--- src/logic/mdio_pkg.sv ---
//====================================================================
// shared widths, command word layout and state encodings
// command word: [22:21] opcode, [20:16] register address, [15:0] data
// frame is always the full 64 bit form, no short preamble
//====================================================================

`default_nettype none

package mdio_pkg;

	// field lengths on the wire
	localparam int MDIO_PREAMBLE_BITS = 32;
	localparam int MDIO_START_BITS    = 2;
	localparam int MDIO_OP_BITS       = 2;
	localparam int MDIO_ADDR_BITS     = 5;
	localparam int MDIO_TURN_BITS     = 2;
	localparam int MDIO_DATA_BITS     = 16;

	localparam int MDIO_PRE_FIELD_BITS = MDIO_PREAMBLE_BITS + MDIO_START_BITS; // preamble + start
	localparam int MDIO_OPADDR_BITS    = MDIO_OP_BITS + 2 * MDIO_ADDR_BITS;    // op, phy, reg
	localparam int MDIO_FRAME_BITS     = MDIO_PRE_FIELD_BITS + MDIO_OPADDR_BITS
		+ MDIO_TURN_BITS + MDIO_DATA_BITS;                                     // 64

	// command word bit positions
	localparam int MDIO_CMD_OP_LSB  = MDIO_ADDR_BITS + MDIO_DATA_BITS;
	localparam int MDIO_CMD_REG_LSB = MDIO_DATA_BITS;

	typedef logic [MDIO_OP_BITS-1:0]   mdio_op_t;
	typedef logic [MDIO_ADDR_BITS-1:0] mdio_addr_t;  // phy or register address
	typedef logic [MDIO_DATA_BITS-1:0] mdio_data_t;
	typedef logic [7:0]                mdio_div_t;   // sys clocks per mdc bit
	typedef logic [7:0]                mdio_gap_t;   // idle bits between frames
	typedef logic [MDIO_OP_BITS+MDIO_ADDR_BITS+MDIO_DATA_BITS-1:0] mdio_cmd_t;

	localparam mdio_op_t MDIO_OP_WRITE = 2'b01;
	localparam mdio_op_t MDIO_OP_READ  = 2'b10;

	// field currently on the wire
	typedef enum logic [2:0] {
		FLD_NONE,
		FLD_PREAMBLE,   // also carries the two start bits
		FLD_OPADDR,
		FLD_TURN,
		FLD_DATA
	} mdio_field_t;

	typedef enum logic [2:0] {
		ST_IDLE,
		ST_PREAMBLE,
		ST_OPADDR,
		ST_TURN,
		ST_WRITE,
		ST_READ,
		ST_GAP,
		ST_DONE
	} mdio_state_t;

endpackage

`default_nettype wire
--- src/logic/mdio_master.sv ---
//====================================================================
// management bus controller top level
// mdc is always driven, no output enable
// no back-pressure from the receive fifo
//====================================================================

`timescale 1ns/1ps
`default_nettype none

module mdio_master
	import mdio_pkg::*;
(
	input  logic       pe_clk,
	input  logic       pe_rstn,
	// pins
	output logic       eth_mdc_o,
	output logic       eth_mdio_o,
	input  logic       eth_mdio_i,
	output logic       eth_mdio_oen_o,
	// fifos
	output logic       tx_fifo_re_o,
	input  mdio_cmd_t  tx_fifo_data_i,
	input  logic       tx_fifo_empty_i,
	output logic       rx_fifo_we_o,
	output mdio_data_t rx_fifo_data_o,
	// control and config
	input  logic       pe_master_logic_clr_i,
	input  logic       pe_master_enable_i,
	input  mdio_div_t  r_clkdiv_i,
	input  mdio_addr_t r_phyadr_i,
	input  mdio_gap_t  r_interval_bit_i,
	input  logic       r_interval_en_i,
	// interrupt status
	output logic       int_status_rx_turn_nack_o,
	output logic       int_status_frame_done_o
);

	logic        timer_run;
	logic        mdc_run;
	logic        bit_end;
	logic        sample_point;
	logic        frame_start;
	logic        read_done;
	mdio_field_t field;
	logic [5:0]  field_bit;
	mdio_op_t    op;
	mdio_addr_t  regad;
	mdio_data_t  wdata;

	mdio_bit_timer u_timer (
		.pe_clk         (pe_clk),
		.pe_rstn        (pe_rstn),
		.timer_run_i    (timer_run),
		.mdc_run_i      (mdc_run),
		.r_clkdiv_i     (r_clkdiv_i),
		.bit_end_o      (bit_end),
		.sample_point_o (sample_point),
		.eth_mdc_o      (eth_mdc_o)
	);

	mdio_frame_ctrl u_ctrl (
		.pe_clk                  (pe_clk),
		.pe_rstn                 (pe_rstn),
		.bit_end_i               (bit_end),
		.pe_master_enable_i      (pe_master_enable_i),
		.pe_master_logic_clr_i   (pe_master_logic_clr_i),
		.tx_fifo_empty_i         (tx_fifo_empty_i),
		.tx_fifo_data_i          (tx_fifo_data_i),
		.r_interval_en_i         (r_interval_en_i),
		.r_interval_bit_i        (r_interval_bit_i),
		.tx_fifo_re_o            (tx_fifo_re_o),
		.timer_run_o             (timer_run),
		.mdc_run_o               (mdc_run),
		.frame_start_o           (frame_start),
		.field_o                 (field),
		.field_bit_o             (field_bit),
		.op_o                    (op),
		.regad_o                 (regad),
		.wdata_o                 (wdata),
		.read_done_o             (read_done),
		.int_status_frame_done_o (int_status_frame_done_o)
	);

	mdio_shifter u_shift (
		.pe_clk                    (pe_clk),
		.pe_rstn                   (pe_rstn),
		.bit_end_i                 (bit_end),
		.sample_point_i            (sample_point),
		.frame_start_i             (frame_start),
		.read_done_i               (read_done),
		.field_i                   (field),
		.field_bit_i               (field_bit),
		.op_i                      (op),
		.regad_i                   (regad),
		.wdata_i                   (wdata),
		.r_phyadr_i                (r_phyadr_i),
		.eth_mdio_i                (eth_mdio_i),
		.eth_mdio_o                (eth_mdio_o),
		.eth_mdio_oen_o            (eth_mdio_oen_o),
		.rx_fifo_we_o              (rx_fifo_we_o),
		.rx_fifo_data_o            (rx_fifo_data_o),
		.int_status_rx_turn_nack_o (int_status_rx_turn_nack_o)
	);

endmodule

`default_nettype wire

--- src/logic/mdio_shifter.sv ---
//====================================================================
// mdio pin drive and read capture
// pin released and parked high outside frames and in the gap
// read data arrives msb first, pushed even when the phy nacks
// rx fifo must always accept the push
//====================================================================

`timescale 1ns/1ps
`default_nettype none

module mdio_shifter
	import mdio_pkg::*;
(
	input  logic        pe_clk,
	input  logic        pe_rstn,
	input  logic        bit_end_i,
	input  logic        sample_point_i,
	input  logic        frame_start_i,
	input  logic        read_done_i,
	input  mdio_field_t field_i,
	input  logic [5:0]  field_bit_i,
	input  mdio_op_t    op_i,
	input  mdio_addr_t  regad_i,
	input  mdio_data_t  wdata_i,
	input  mdio_addr_t  r_phyadr_i,
	input  logic        eth_mdio_i,
	output logic        eth_mdio_o,
	output logic        eth_mdio_oen_o,   // 1 = released
	output logic        rx_fifo_we_o,
	output mdio_data_t  rx_fifo_data_o,
	output logic        int_status_rx_turn_nack_o
);

	logic                        is_read;
	logic [MDIO_OPADDR_BITS-1:0] opaddr;
	logic                        drv_bit;
	logic                        drv_en;
	logic                        mdio_q;
	logic                        oen_q;
	logic                        smp_q;
	mdio_data_t                  rx_sr_q;
	mdio_data_t                  rx_data_q;
	logic                        rx_we_q;
	logic                        nack_q;

	assign is_read = (op_i == MDIO_OP_READ);
	assign opaddr  = {op_i, r_phyadr_i, regad_i}; // wire order, msb first

	//================================================================
	// output bit select
	//================================================================

	always_comb
	begin
		drv_bit = 1'b1; // parked value when released
		drv_en  = 1'b0;
		case (field_i)
			FLD_PREAMBLE:
			begin
				// all ones except first start bit
				drv_bit = (field_bit_i != 6'(MDIO_PREAMBLE_BITS));
				drv_en  = 1'b1;
			end
			FLD_OPADDR:
			begin
				drv_bit = opaddr[4'(MDIO_OPADDR_BITS - 1) - field_bit_i[3:0]];
				drv_en  = 1'b1;
			end
			FLD_TURN:
			begin
				if (!is_read)
				begin
					drv_bit = ~field_bit_i[0]; // 1 then 0
					drv_en  = 1'b1;
				end
			end
			FLD_DATA:
			begin
				if (!is_read)
				begin
					drv_bit = wdata_i[4'(MDIO_DATA_BITS - 1) - field_bit_i[3:0]];
					drv_en  = 1'b1;
				end
			end
			default:
			begin
				drv_bit = 1'b1;
				drv_en  = 1'b0;
			end
		endcase
	end

	// pin registers, change while mdc is low
	always_ff @(posedge pe_clk or negedge pe_rstn)
	begin
		if (!pe_rstn)
		begin
			mdio_q <= 1'b1;
			oen_q  <= 1'b1;
		end
		else
		begin
			mdio_q <= drv_bit;
			oen_q  <= ~drv_en;
		end
	end

	//================================================================
	// read capture
	//================================================================

	// pin value at the sample point, held until the bit ends
	always_ff @(posedge pe_clk)
	begin
		if (sample_point_i)
			smp_q <= eth_mdio_i;
	end

	always_ff @(posedge pe_clk)
	begin
		if (frame_start_i)
			rx_sr_q <= '0;
		else if (bit_end_i && (field_i == FLD_DATA) && is_read)
			rx_sr_q <= {rx_sr_q[MDIO_DATA_BITS-2:0], smp_q};
	end

	// last bit joins the word on the push
	always_ff @(posedge pe_clk)
	begin
		if (read_done_i)
			rx_data_q <= {rx_sr_q[MDIO_DATA_BITS-2:0], smp_q};
	end

	always_ff @(posedge pe_clk or negedge pe_rstn)
	begin
		if (!pe_rstn)
		begin
			rx_we_q <= 1'b0;
			nack_q  <= 1'b0;
		end
		else
		begin
			rx_we_q <= read_done_i;
			// ack is the second turnaround bit, low from the phy
			nack_q  <= sample_point_i && (field_i == FLD_TURN) && is_read
				&& (field_bit_i == 6'(MDIO_TURN_BITS - 1)) && eth_mdio_i;
		end
	end

	assign eth_mdio_o                = mdio_q;
	assign eth_mdio_oen_o            = oen_q;
	assign rx_fifo_we_o              = rx_we_q;
	assign rx_fifo_data_o            = rx_data_q;
	assign int_status_rx_turn_nack_o = nack_q;

endmodule

`default_nettype wire

--- src/logic/mdio_frame_ctrl.sv ---
//====================================================================
// frame sequencer: steps the fields, times the gap, loads commands
// tx fifo is show-ahead, one word popped per frame
// opcodes other than read go out as write
// r_interval_bit_i of zero behaves as no gap
//====================================================================

`timescale 1ns/1ps
`default_nettype none

module mdio_frame_ctrl
	import mdio_pkg::*;
(
	input  logic        pe_clk,
	input  logic        pe_rstn,
	input  logic        bit_end_i,
	input  logic        pe_master_enable_i,
	input  logic        pe_master_logic_clr_i,  // abort, back to idle next clock
	input  logic        tx_fifo_empty_i,
	input  mdio_cmd_t   tx_fifo_data_i,
	input  logic        r_interval_en_i,
	input  mdio_gap_t   r_interval_bit_i,
	output logic        tx_fifo_re_o,
	output logic        timer_run_o,
	output logic        mdc_run_o,
	output logic        frame_start_o,
	output mdio_field_t field_o,
	output logic [5:0]  field_bit_o,            // bit index inside field
	output mdio_op_t    op_o,
	output mdio_addr_t  regad_o,
	output mdio_data_t  wdata_o,
	output logic        read_done_o,            // last read data bit done
	output logic        int_status_frame_done_o
);

	mdio_state_t st_q;
	mdio_state_t st_nxt;
	logic [5:0]  bit_cnt_q;
	logic [5:0]  field_last;
	logic        in_field;
	logic        field_end;
	mdio_gap_t   gap_cnt_q;
	logic        gap_on;
	logic        gap_end;
	logic        start_q;
	mdio_op_t    cmd_op;
	mdio_op_t    op_q;
	mdio_addr_t  regad_q;
	mdio_data_t  wdata_q;

	assign in_field = (st_q == ST_PREAMBLE) || (st_q == ST_OPADDR) || (st_q == ST_TURN)
		|| (st_q == ST_WRITE) || (st_q == ST_READ);

	// last bit index of the field in progress
	always_comb
	begin
		case (st_q)
			ST_PREAMBLE:       field_last = 6'(MDIO_PRE_FIELD_BITS - 1);
			ST_OPADDR:         field_last = 6'(MDIO_OPADDR_BITS - 1);
			ST_TURN:           field_last = 6'(MDIO_TURN_BITS - 1);
			ST_WRITE, ST_READ: field_last = 6'(MDIO_DATA_BITS - 1);
			default:           field_last = '0;
		endcase
	end

	assign field_end = bit_end_i && in_field && (bit_cnt_q == field_last);

	// gap only when enabled and nonzero
	assign gap_on  = r_interval_en_i && (r_interval_bit_i != '0);
	assign gap_end = bit_end_i && (st_q == ST_GAP) && (gap_cnt_q == r_interval_bit_i - 8'd1);

	//================================================================
	// state machine
	//================================================================

	always_comb
	begin
		st_nxt = st_q;
		case (st_q)
			ST_IDLE:
				if (pe_master_enable_i && !tx_fifo_empty_i)
					st_nxt = ST_PREAMBLE;
			ST_PREAMBLE:
				if (field_end)
					st_nxt = ST_OPADDR;
			ST_OPADDR:
				if (field_end)
					st_nxt = ST_TURN;
			ST_TURN:
				if (field_end)
					st_nxt = (op_q == MDIO_OP_READ) ? ST_READ : ST_WRITE;
			ST_WRITE, ST_READ:
			begin
				if (field_end)
				begin
					if (gap_on)
						st_nxt = ST_GAP;
					else if (tx_fifo_empty_i)
						st_nxt = ST_DONE;
					else
						st_nxt = ST_PREAMBLE; // back to back
				end
			end
			ST_GAP:
				if (gap_end)
					st_nxt = tx_fifo_empty_i ? ST_DONE : ST_PREAMBLE;
			ST_DONE:
				st_nxt = ST_IDLE; // single cycle
			default:
				st_nxt = ST_IDLE;
		endcase
		if (pe_master_logic_clr_i)
			st_nxt = ST_IDLE; // clear beats everything
	end

	always_ff @(posedge pe_clk or negedge pe_rstn)
	begin
		if (!pe_rstn)
			st_q <= ST_IDLE;
		else
			st_q <= st_nxt;
	end

	//================================================================
	// bit and interval counters
	//================================================================

	// one counter shared by all fields, restarts at each field end
	always_ff @(posedge pe_clk or negedge pe_rstn)
	begin
		if (!pe_rstn)
			bit_cnt_q <= '0;
		else if (pe_master_logic_clr_i || field_end || !in_field)
			bit_cnt_q <= '0;
		else if (bit_end_i)
			bit_cnt_q <= bit_cnt_q + 6'd1;
	end

	always_ff @(posedge pe_clk or negedge pe_rstn)
	begin
		if (!pe_rstn)
			gap_cnt_q <= '0;
		else if (pe_master_logic_clr_i || (st_q != ST_GAP))
			gap_cnt_q <= '0;
		else if (bit_end_i)
			gap_cnt_q <= gap_cnt_q + 8'd1; // idle bits elapsed
	end

	//================================================================
	// command load
	//================================================================

	// high in the first cycle of every preamble
	always_ff @(posedge pe_clk or negedge pe_rstn)
	begin
		if (!pe_rstn)
			start_q <= 1'b0;
		else
			start_q <= (st_nxt == ST_PREAMBLE) && (st_q != ST_PREAMBLE);
	end

	assign cmd_op = tx_fifo_data_i[MDIO_CMD_OP_LSB +: MDIO_OP_BITS];

	always_ff @(posedge pe_clk or negedge pe_rstn)
	begin
		if (!pe_rstn)
			op_q <= MDIO_OP_WRITE;
		else if (start_q)
			op_q <= (cmd_op == MDIO_OP_READ) ? MDIO_OP_READ : MDIO_OP_WRITE;
	end

	always_ff @(posedge pe_clk)
	begin
		if (start_q)
		begin
			regad_q <= tx_fifo_data_i[MDIO_CMD_REG_LSB +: MDIO_ADDR_BITS];
			wdata_q <= tx_fifo_data_i[MDIO_DATA_BITS-1:0]; // unused on reads
		end
	end

	// field seen by the shifter
	always_comb
	begin
		case (st_q)
			ST_PREAMBLE:       field_o = FLD_PREAMBLE;
			ST_OPADDR:         field_o = FLD_OPADDR;
			ST_TURN:           field_o = FLD_TURN;
			ST_WRITE, ST_READ: field_o = FLD_DATA;
			default:           field_o = FLD_NONE;
		endcase
	end

	assign tx_fifo_re_o  = start_q; // pop as the word is latched
	assign frame_start_o = start_q;
	assign timer_run_o   = in_field || (st_q == ST_GAP);
	assign mdc_run_o     = in_field;
	assign field_bit_o   = bit_cnt_q;
	assign op_o          = op_q;
	assign regad_o       = regad_q;
	assign wdata_o       = wdata_q;

	// no push for a read cut short by clear
	assign read_done_o = field_end && (st_q == ST_READ) && !pe_master_logic_clr_i;
	assign int_status_frame_done_o = (st_q == ST_DONE);

endmodule

`default_nettype wire

--- src/logic/mdio_bit_timer.sv ---
//====================================================================
// bit timing base for the management bus
// r_clkdiv_i must be even and at least 4
// mdc low in first half of a bit, high in second half
//====================================================================

`timescale 1ns/1ps
`default_nettype none

module mdio_bit_timer
	import mdio_pkg::*;
(
	input  logic      pe_clk,
	input  logic      pe_rstn,
	input  logic      timer_run_i,     // frame or gap in progress
	input  logic      mdc_run_i,       // clock allowed on the pin
	input  mdio_div_t r_clkdiv_i,
	output logic      bit_end_o,       // last sys clock of a bit
	output logic      sample_point_o,  // cycle before mdc rises
	output logic      eth_mdc_o
);

	mdio_div_t div_cnt_q;
	mdio_div_t half_div;
	logic      bit_end;
	logic      sample_point;
	logic      mdc_q;

	assign half_div = r_clkdiv_i >> 1;

	// decode, only meaningful while running
	assign bit_end      = timer_run_i && (div_cnt_q == r_clkdiv_i - 8'd1);
	assign sample_point = timer_run_i && (div_cnt_q == half_div - 8'd1);

	//================================================================
	// divide counter
	//================================================================

	always_ff @(posedge pe_clk or negedge pe_rstn)
	begin
		if (!pe_rstn)
			div_cnt_q <= '0;
		else if (!timer_run_i || bit_end)
			div_cnt_q <= '0; // idle or wrap at bit boundary
		else
			div_cnt_q <= div_cnt_q + 8'd1;
	end

	// mdc generation
	// rises right after the sample point, falls with the bit end
	always_ff @(posedge pe_clk or negedge pe_rstn)
	begin
		if (!pe_rstn)
			mdc_q <= 1'b0;
		else if (!mdc_run_i)
			mdc_q <= 1'b0; // held low in gap and idle
		else if (bit_end)
			mdc_q <= 1'b0;
		else if (sample_point)
			mdc_q <= 1'b1;
	end

	assign bit_end_o      = bit_end;
	assign sample_point_o = sample_point;
	assign eth_mdc_o      = mdc_q;

endmodule

`default_nettype wire

--- config.mk ---
export PLATFORM = sky130hd
export DESIGN_NAME = mdio_master
export DESIGN_NICKNAME = d
export VERILOG_FILES = /design/src/logic/mdio_pkg.sv /design/src/logic/mdio_master.sv /design/src/logic/mdio_shifter.sv /design/src/logic/mdio_frame_ctrl.sv /design/src/logic/mdio_bit_timer.sv
export SDC_FILE = /design/constraint.sdc
export NUM_CORES = 1
export LEC_CHECK = 0
export BUFFER_PORTS_ARGS = -buffer_cell sky130_fd_sc_hd__buf_4
export CAP_MARGIN = 20
export CORE_MARGIN = 10
export CORE_UTILIZATION = 55
export DETAILED_ROUTE_END_ITERATION = 8
export HOLD_SLACK_MARGIN = 0.05
export PLACE_DENSITY = 0.89
export SYNTH_ARGS = -nofsm -noshare
export SYNTH_HDL_FRONTEND = slang
export SYNTH_HIERARCHICAL = 1
export SYNTH_SLANG_ARGS = --single-unit
--- constraint.sdc ---
create_clock -name pe_clk -period 8.6 [get_ports pe_clk]
set_input_delay 1.72 -clock pe_clk [delete_from_list [all_inputs] [get_ports pe_clk]]
set_output_delay 1.72 -clock pe_clk [all_outputs]
set_load 0.005 [all_outputs]
Word level (Yosys, flattened, before mapping)
Index checks and enable logic that the tools add are counted.
{"block": "op_classes", "addsub": 8, "n_lt_le_gt_ge": 2, "n_eq_ne": 23, "mux": 31, "bitwise": 2, "n_reduce_logical": 37}
{"cell": "two-way mux 3 bit", "count": 9}
{"cell": "== test 8 bit", "count": 3}
{"cell": "two-way mux 8 bit", "count": 3}
{"cell": "one-hot mux 6 bit (4 select lines)", "count": 1}
{"cell": "one-hot mux 3 bit (7 select lines)", "count": 1}
{"cell": "logical AND 1 bit", "count": 17}
{"cell": "adder 8 x 1 -> 8 bit, second input constant", "count": 2}
{"cell": "subtractor 8 x 1 -> 8 bit, second input constant", "count": 2}
{"cell": "== test 3 bit, second input constant", "count": 5}
{"cell": "== test 3 x 2 -> 1 bit, second input constant", "count": 4}
{"cell": "two-way mux 6 bit", "count": 2}
{"cell": "one-hot mux 3 bit (4 select lines)", "count": 1}
{"cell": "less-than comparator 4 x 5 -> 1 bit, second input constant", "count": 2}
{"cell": "== test 3 x 1 -> 1 bit, second input constant", "count": 3}
{"cell": "logical OR 1 bit", "count": 9}
{"cell": "two-way mux 1 bit", "count": 9}
{"cell": "binary-select mux 1 bit (select 4 bit)", "count": 2}
{"cell": "nonzero test 8 bit", "count": 1}
{"cell": "subtractor 4 bit, first input constant", "count": 2}
{"cell": "subtractor 7 x 1 -> 8 bit, second input constant", "count": 1}
{"cell": "adder 6 x 1 -> 6 bit, second input constant", "count": 1}
{"cell": "== test 6 x 1 -> 1 bit, second input constant", "count": 1}
{"cell": "== test 6 bit", "count": 1}
{"cell": "!= test 3 x 1 -> 1 bit, second input constant", "count": 2}
{"cell": "11 further kinds", "count": 19}
{"block": "word_totals", "regBits": 86, "input_bits": 51, "out_inout_bits": 23, "word_cells": 119}

Logic depth before layout (Yosys ltp)
{"block": "logic_depth", "depth_word": 14, "depth_mapped": 13}

Cells and area by module
The synthesis kept the hierarchy.
{"module": "mdio_frame_ctrl", "n_inst": 1, "cells_per_inst": 203, "area_each_um2": 2258.4, "seq_area_each_um2": 1132.3}
{"module": "mdio_shifter", "n_inst": 1, "cells_per_inst": 130, "area_each_um2": 1539.0, "seq_area_each_um2": 913.4}
{"module": "mdio_bit_timer", "n_inst": 1, "cells_per_inst": 99, "area_each_um2": 862.1, "seq_area_each_um2": 225.2}

Worst setup path before layout
OpenSTA, ideal clock, no wires.
{"block": "synth_timing", "path_kind": "input port to flip-flop", "from": "input r_clkdiv_i[1]", "to": "register u_shift.rx_data_q[0], in the netlist u_shift/rx_fifo_data_o[0], enable pin", "setup_time_ps": 375, "arrival_ps": 4352, "path_slack_ps": 3873, "stages": 11, "path_buffers": 0, "cell_sequence": "inv_1 > ha_1 > nor4b_1 > xnor2_1 > o2111ai_1 > or3_1 > nor2_1 > and3b_1 > and2_1 > o2111a_1 > and4b_1"}
{"block": "synth_via", "elab_chain_cells": 7}
{"element": "start, declared", "line": "mdio_master.sv:29", "text": "input mdio_div_t r_clkdiv_i,"}
{"element": "subtractor 8 x 1 -> 8 bit", "line": "mdio_bit_timer.sv:32", "text": "assign bit_end = timer_run_i && (div_cnt_q == r_clkdiv_i - 8'd1);"}
{"element": "== test 8 bit", "line": "mdio_bit_timer.sv:32"}
{"element": "logical AND 1 bit", "line": "mdio_bit_timer.sv:32"}
{"element": "named net bit_end", "line": "mdio_master.sv:40", "text": "logic bit_end;"}
{"element": "logical AND 1 bit (2 in series)", "line": "mdio_frame_ctrl.sv:66", "text": "assign field_end = bit_end_i && in_field && (bit_cnt_q == field_last);"}
{"element": "logical AND 1 bit (2 in series)", "line": "mdio_frame_ctrl.sv:203", "text": "assign read_done_o = field_end && (st_q == ST_READ) && !pe_master_logic_clr_i;"}
{"element": "named net read_done", "line": "mdio_master.sv:43", "text": "logic read_done;"}
{"element": "end signal, assigned", "line": "mdio_shifter.sv:131", "text": "rx_data_q <= {rx_sr_q[MDIO_DATA_BITS-2:0], smp_q};"}
{"element": "end, declared", "line": "mdio_shifter.sv:42", "text": "mdio_data_t rx_data_q;"}
The timed path passes the listed nets, and every way through them passes these cells.
A chain may end at the register's enable or synchronous reset.

Worst setup path in the final report
{"block": "layout_timing", "from": "input r_clkdiv_i[1]", "to": "register u_shift.rx_data_q[12], in the netlist u_shift/rx_fifo_data_o[12], enable pin"}
Same word-level chain as after synthesis.

==> impl_metrics.env <==
export IMPL_grt_pass1_wl_um=16700
export IMPL_clk_pin_slew_ns=0.10
export IMPL_nNetsFinal=552
export IMPL_synth_edf_count=38
export IMPL_drt_total_wl_um=9890
export IMPL_whs_ns=0.456
export IMPL_fin_crit_sh=0.645
export IMPL_use_met1=0.189
export IMPL_required_ns=8.59
export IMPL_drcViolationCount=0
export IMPL_ys_top_cells_by_area="edfxtp_1 24%, dfrtp_1 16%, dfxtp_1 6.4%"
export IMPL_start_util=0.567
export IMPL_ctsHoldBuffers=0
export IMPL_crit_path_end_kind="register"
export IMPL_maxCapViolations=0
export IMPL_wire_per_inst_um=16.4
export IMPL_final_cell_area_mm2=0.00537
export IMPL_critPathCapture="u_shift/rx_fifo_data_o[12]$_DFFE_PP_"
export IMPL_grt_usage=0.156
export IMPL_critical_path_class="in -> reg"
export IMPL_p_total_mw=0.807
export IMPL_ir_drop_v=0.000140
export IMPL_synthArstFlopShare=0.384
export IMPL_rsz0062_at_grt="false"
export IMPL_place_area_mm2=0.00517
export IMPL_tightestPinTransition_ns=0.918
export IMPL_dieArea_mm2=0.0126
export IMPL_setup_tns_ns=0
export IMPL_viasPerCell=5.77
export IMPL_grt_antenna_before_repair=0
export IMPL_switching_share=0.262
export IMPL_syn_avg_cell_area_um2=10.8
export IMPL_status="complete, no violations"
export IMPL_synth_seq_cells=86
export IMPL_internal_power_mw=0.596
export IMPL_io_buffers=73
export IMPL_first_pass_iters=4
export IMPL_mappedNetlistArea_mm2=0.00466
export IMPL_grt_use_met3=0.0431
export IMPL_rr_endpoint="u_shift/rx_fifo_data_o[12]$_DFFE_PP_"
export IMPL_synth_cells=432
export IMPL_relSlewSlack=0.385
export IMPL_cts_made_buffers=9
export IMPL_fin_crit_ns=5.55
export IMPL_die_x_um=112
export IMPL_seq_power_share=0.559
export IMPL_cts_sinks=86
export IMPL_worstRegToRegCells=9
export IMPL_arrival_ns=5.54
export IMPL_grt_pass1_vias=3514
export IMPL_cts_max_level=3
export IMPL_yosys_cell_types_count=74
export IMPL_p_per_area_mw_per_mm2=150
export IMPL_cts_root_buf="clkbuf_8"
export IMPL_yosysTopAreaCell="edfxtp_1"
export IMPL_worstReg2RegStart="u_timer/div_cnt_q[5]$_DFF_PN0_"
export IMPL_fmax_mhz=180
export IMPL_core_area_mm2=0.00822
export IMPL_worstHoldPathType="reg -> reg"
export IMPL_syn_num_nets=491
export IMPL_dp_hpwl_um=7330
export IMPL_drive_gt1_frac=0.225
export IMPL_synth_ff_type="edfxtp_1"
export IMPL_die_h_um=112
export IMPL_use_met2=0.267
export IMPL_yosysSeqAreaShare=0.487
export IMPL_crit_fanout=17
export IMPL_rrSetupSlack_ns=4.62
export IMPL_gr_max_usage_layer="met2"
export IMPL_p_clk_frac=0.340
export IMPL_hold_viol_final=0
export IMPL_grt_max_degree=41
export IMPL_insertion_delay_ns=0.36
export IMPL_boundaryPins=74
export IMPL_startpoint="r_clkdiv_i[1]"
export IMPL_post_cts_resized=0
export IMPL_skew_ns=0.0125
export IMPL_drt_initial_drc_count=303
export IMPL_vias=3479
export IMPL_leakage_nw=2.14
export IMPL_crit_path_start_kind="input port"
export IMPL_antenna_cells=0
export IMPL_ys_warn_count=6
export IMPL_final_max_slew_viol_count=0
export IMPL_area_growth_pct=15.3
export IMPL_clockBufferDepth=2
export IMPL_p_comb_frac=0.100
export IMPL_power_switching_mw=0.212
export IMPL_post_cts_buffers=0
export IMPL_num_rows=33
export IMPL_place_congestion=0.819
export IMPL_gr_total_overflow=0
export IMPL_final_setup_viol_count=0
export IMPL_ant_nets=0
export IMPL_yosysTopAreaCellShare=0.245
export IMPL_cts_tree="yes"
==> logic make-up (layout without fill, tap and decap cells) <==
kind of cell             after synthesis  count (layout)  synth area share
multiplexers                          18              18            0.0548
AND/OR/NAND/NOR                      166             166             0.201
XOR/XNOR                              45              45            0.0862
buffers and inverters                 38             104            0.0486
flip-flops                            86              86             0.487
AO/OA/AOI/OAI                         71              71             0.101
adder cells (fa/ha/maj)                8               8            0.0215
==> layer usage <==
| layer | vias to the layer above | wire [µm] |
|---|---|---|
| met4 | 0 | 148 |
| met1 | 1687 | 4060 |
| met2 | 98 | 5090 |
| met3 | 16 | 594 |
| met5 | - | 0 |
| li1 | 1678 | - |
==> area by class of cell <==
| type | count | area (µm²) |
|---|---|---|
| fillers | 665 | 2850 |
| clock inverters | 7 | 73.8 |
| flip-flops and latches | 86 | 2270 |
| inverters | 14 | 52.6 |
| clock buffers | 9 | 124 |
| repair buffers | 74 | 556 |
| multi-input cells | 308 | 2160 |
| well taps | 105 | 131 |
==> worst min-delay path by stage <==
| stage | start | endpoint | depth (start not counted) |
|---|---|---|---|
| floorplan | u_shift/rx_sr_q[14]$_SDFFE_PP0P_ | u_shift/rx_fifo_data_o[15]$_DFFE_PP_ | 0 |
| global placement | u_shift/rx_sr_q[14]$_SDFFE_PP0P_ | u_shift/rx_fifo_data_o[15]$_DFFE_PP_ | 0 |
| detailed placement | u_shift/smp_q$_DFFE_PP_ | u_shift/rx_fifo_data_o[0]$_DFFE_PP_ | 0 |
| CTS | u_shift/smp_q$_DFFE_PP_ | u_shift/rx_fifo_data_o[0]$_DFFE_PP_ | 0 |
| global route | u_shift/smp_q$_DFFE_PP_ | u_shift/rx_fifo_data_o[0]$_DFFE_PP_ | 0 |
| finish | u_shift/smp_q$_DFFE_PP_ | u_shift/rx_fifo_data_o[0]$_DFFE_PP_ | 0 |
==> flip-flops by register name, indices dropped and copies added, names as in the netlist, 2 cells and up <==
register and cells:
u_ctrl/field_bit_o 6, u_ctrl/gap_cnt_q 8, u_ctrl/op_o 2, u_ctrl/regad_o 5, u_ctrl/st_q 3, u_ctrl/wdata_o 16
u_shift/rx_fifo_data_o 16, u_shift/rx_sr_q 15, u_timer/div_cnt_q 8
==> power by group through the flow <==
stage                     combinational, mW  clock [mW]  sequential, mW
after floorplan                      0.0446           0           0.458
after global placement               0.0788           0           0.458
after detailed placement             0.0807           0           0.459
after CTS                            0.0812       0.282           0.451
after global routing                 0.0894       0.305           0.452
final                                0.0810       0.275           0.451
==> cell usage in the layout (no fill, tap or decap), types with 3 or more instances in the layout <==
cell type / n
buf_4: 74
nand2b_1: 10
nor2b_1: 6
a21oi_1: 27
nor3_1: 8
mux4_1: 3
xor2_1: 28
nand3_1: 14
inv_1: 14
mux2i_1: 12
dfstp_2: 3
o21a_1: 4
nor2_1: 32
dfxtp_1: 15
ha_1: 8
and3_1: 9
a211oi_1: 3
o2111ai_1: 4
nand4_1: 8
dfrtp_1: 30
xnor2_1: 16
edfxtp_1: 38
nor3b_1: 3
clkbuf_8: 9
o21ai_0: 10
nand3b_1: 3
nand2_1: 44
==> cells in the mapped netlist (9+ instances only) <==
library cell	instances
dfrtp_1	30
nand3_1	14
nor2_1	32
xor2_1	28
and3_1	9
nand2b_1	10
a21oi_1	27
mux2i_1	12
edfxtp_1	38
inv_1	14
o21ai_0	10
xnor2_1	16
nand2_1	44
dfxtp_1	15
==> worst max-delay path: stages <==
cell       delay [ns]
buf_4            0.13
inv_1            0.08
ha_1             0.28
nor4b_1          0.37
xnor2_1          0.17
o2111ai_1        0.18
or3_1            0.39
nor2_1           0.72
and3b_1          0.29
and2_1           0.17
o2111a_1         0.32
and4b_1          0.71
==> per-stage QoR <==
stage	std cells	setup slack (ns)	utilization
3_3_place_gp	587	2.91	0.630
2_1_floorplan	432	3.87	-
4_1_cts	603	3.08	0.654
3_5_place_dp	587	2.72	0.630
6_report	603	3.05	0.654
5_1_grt	603	2.74	0.654
Note: power is estimated with default switching activity, not from simulation.
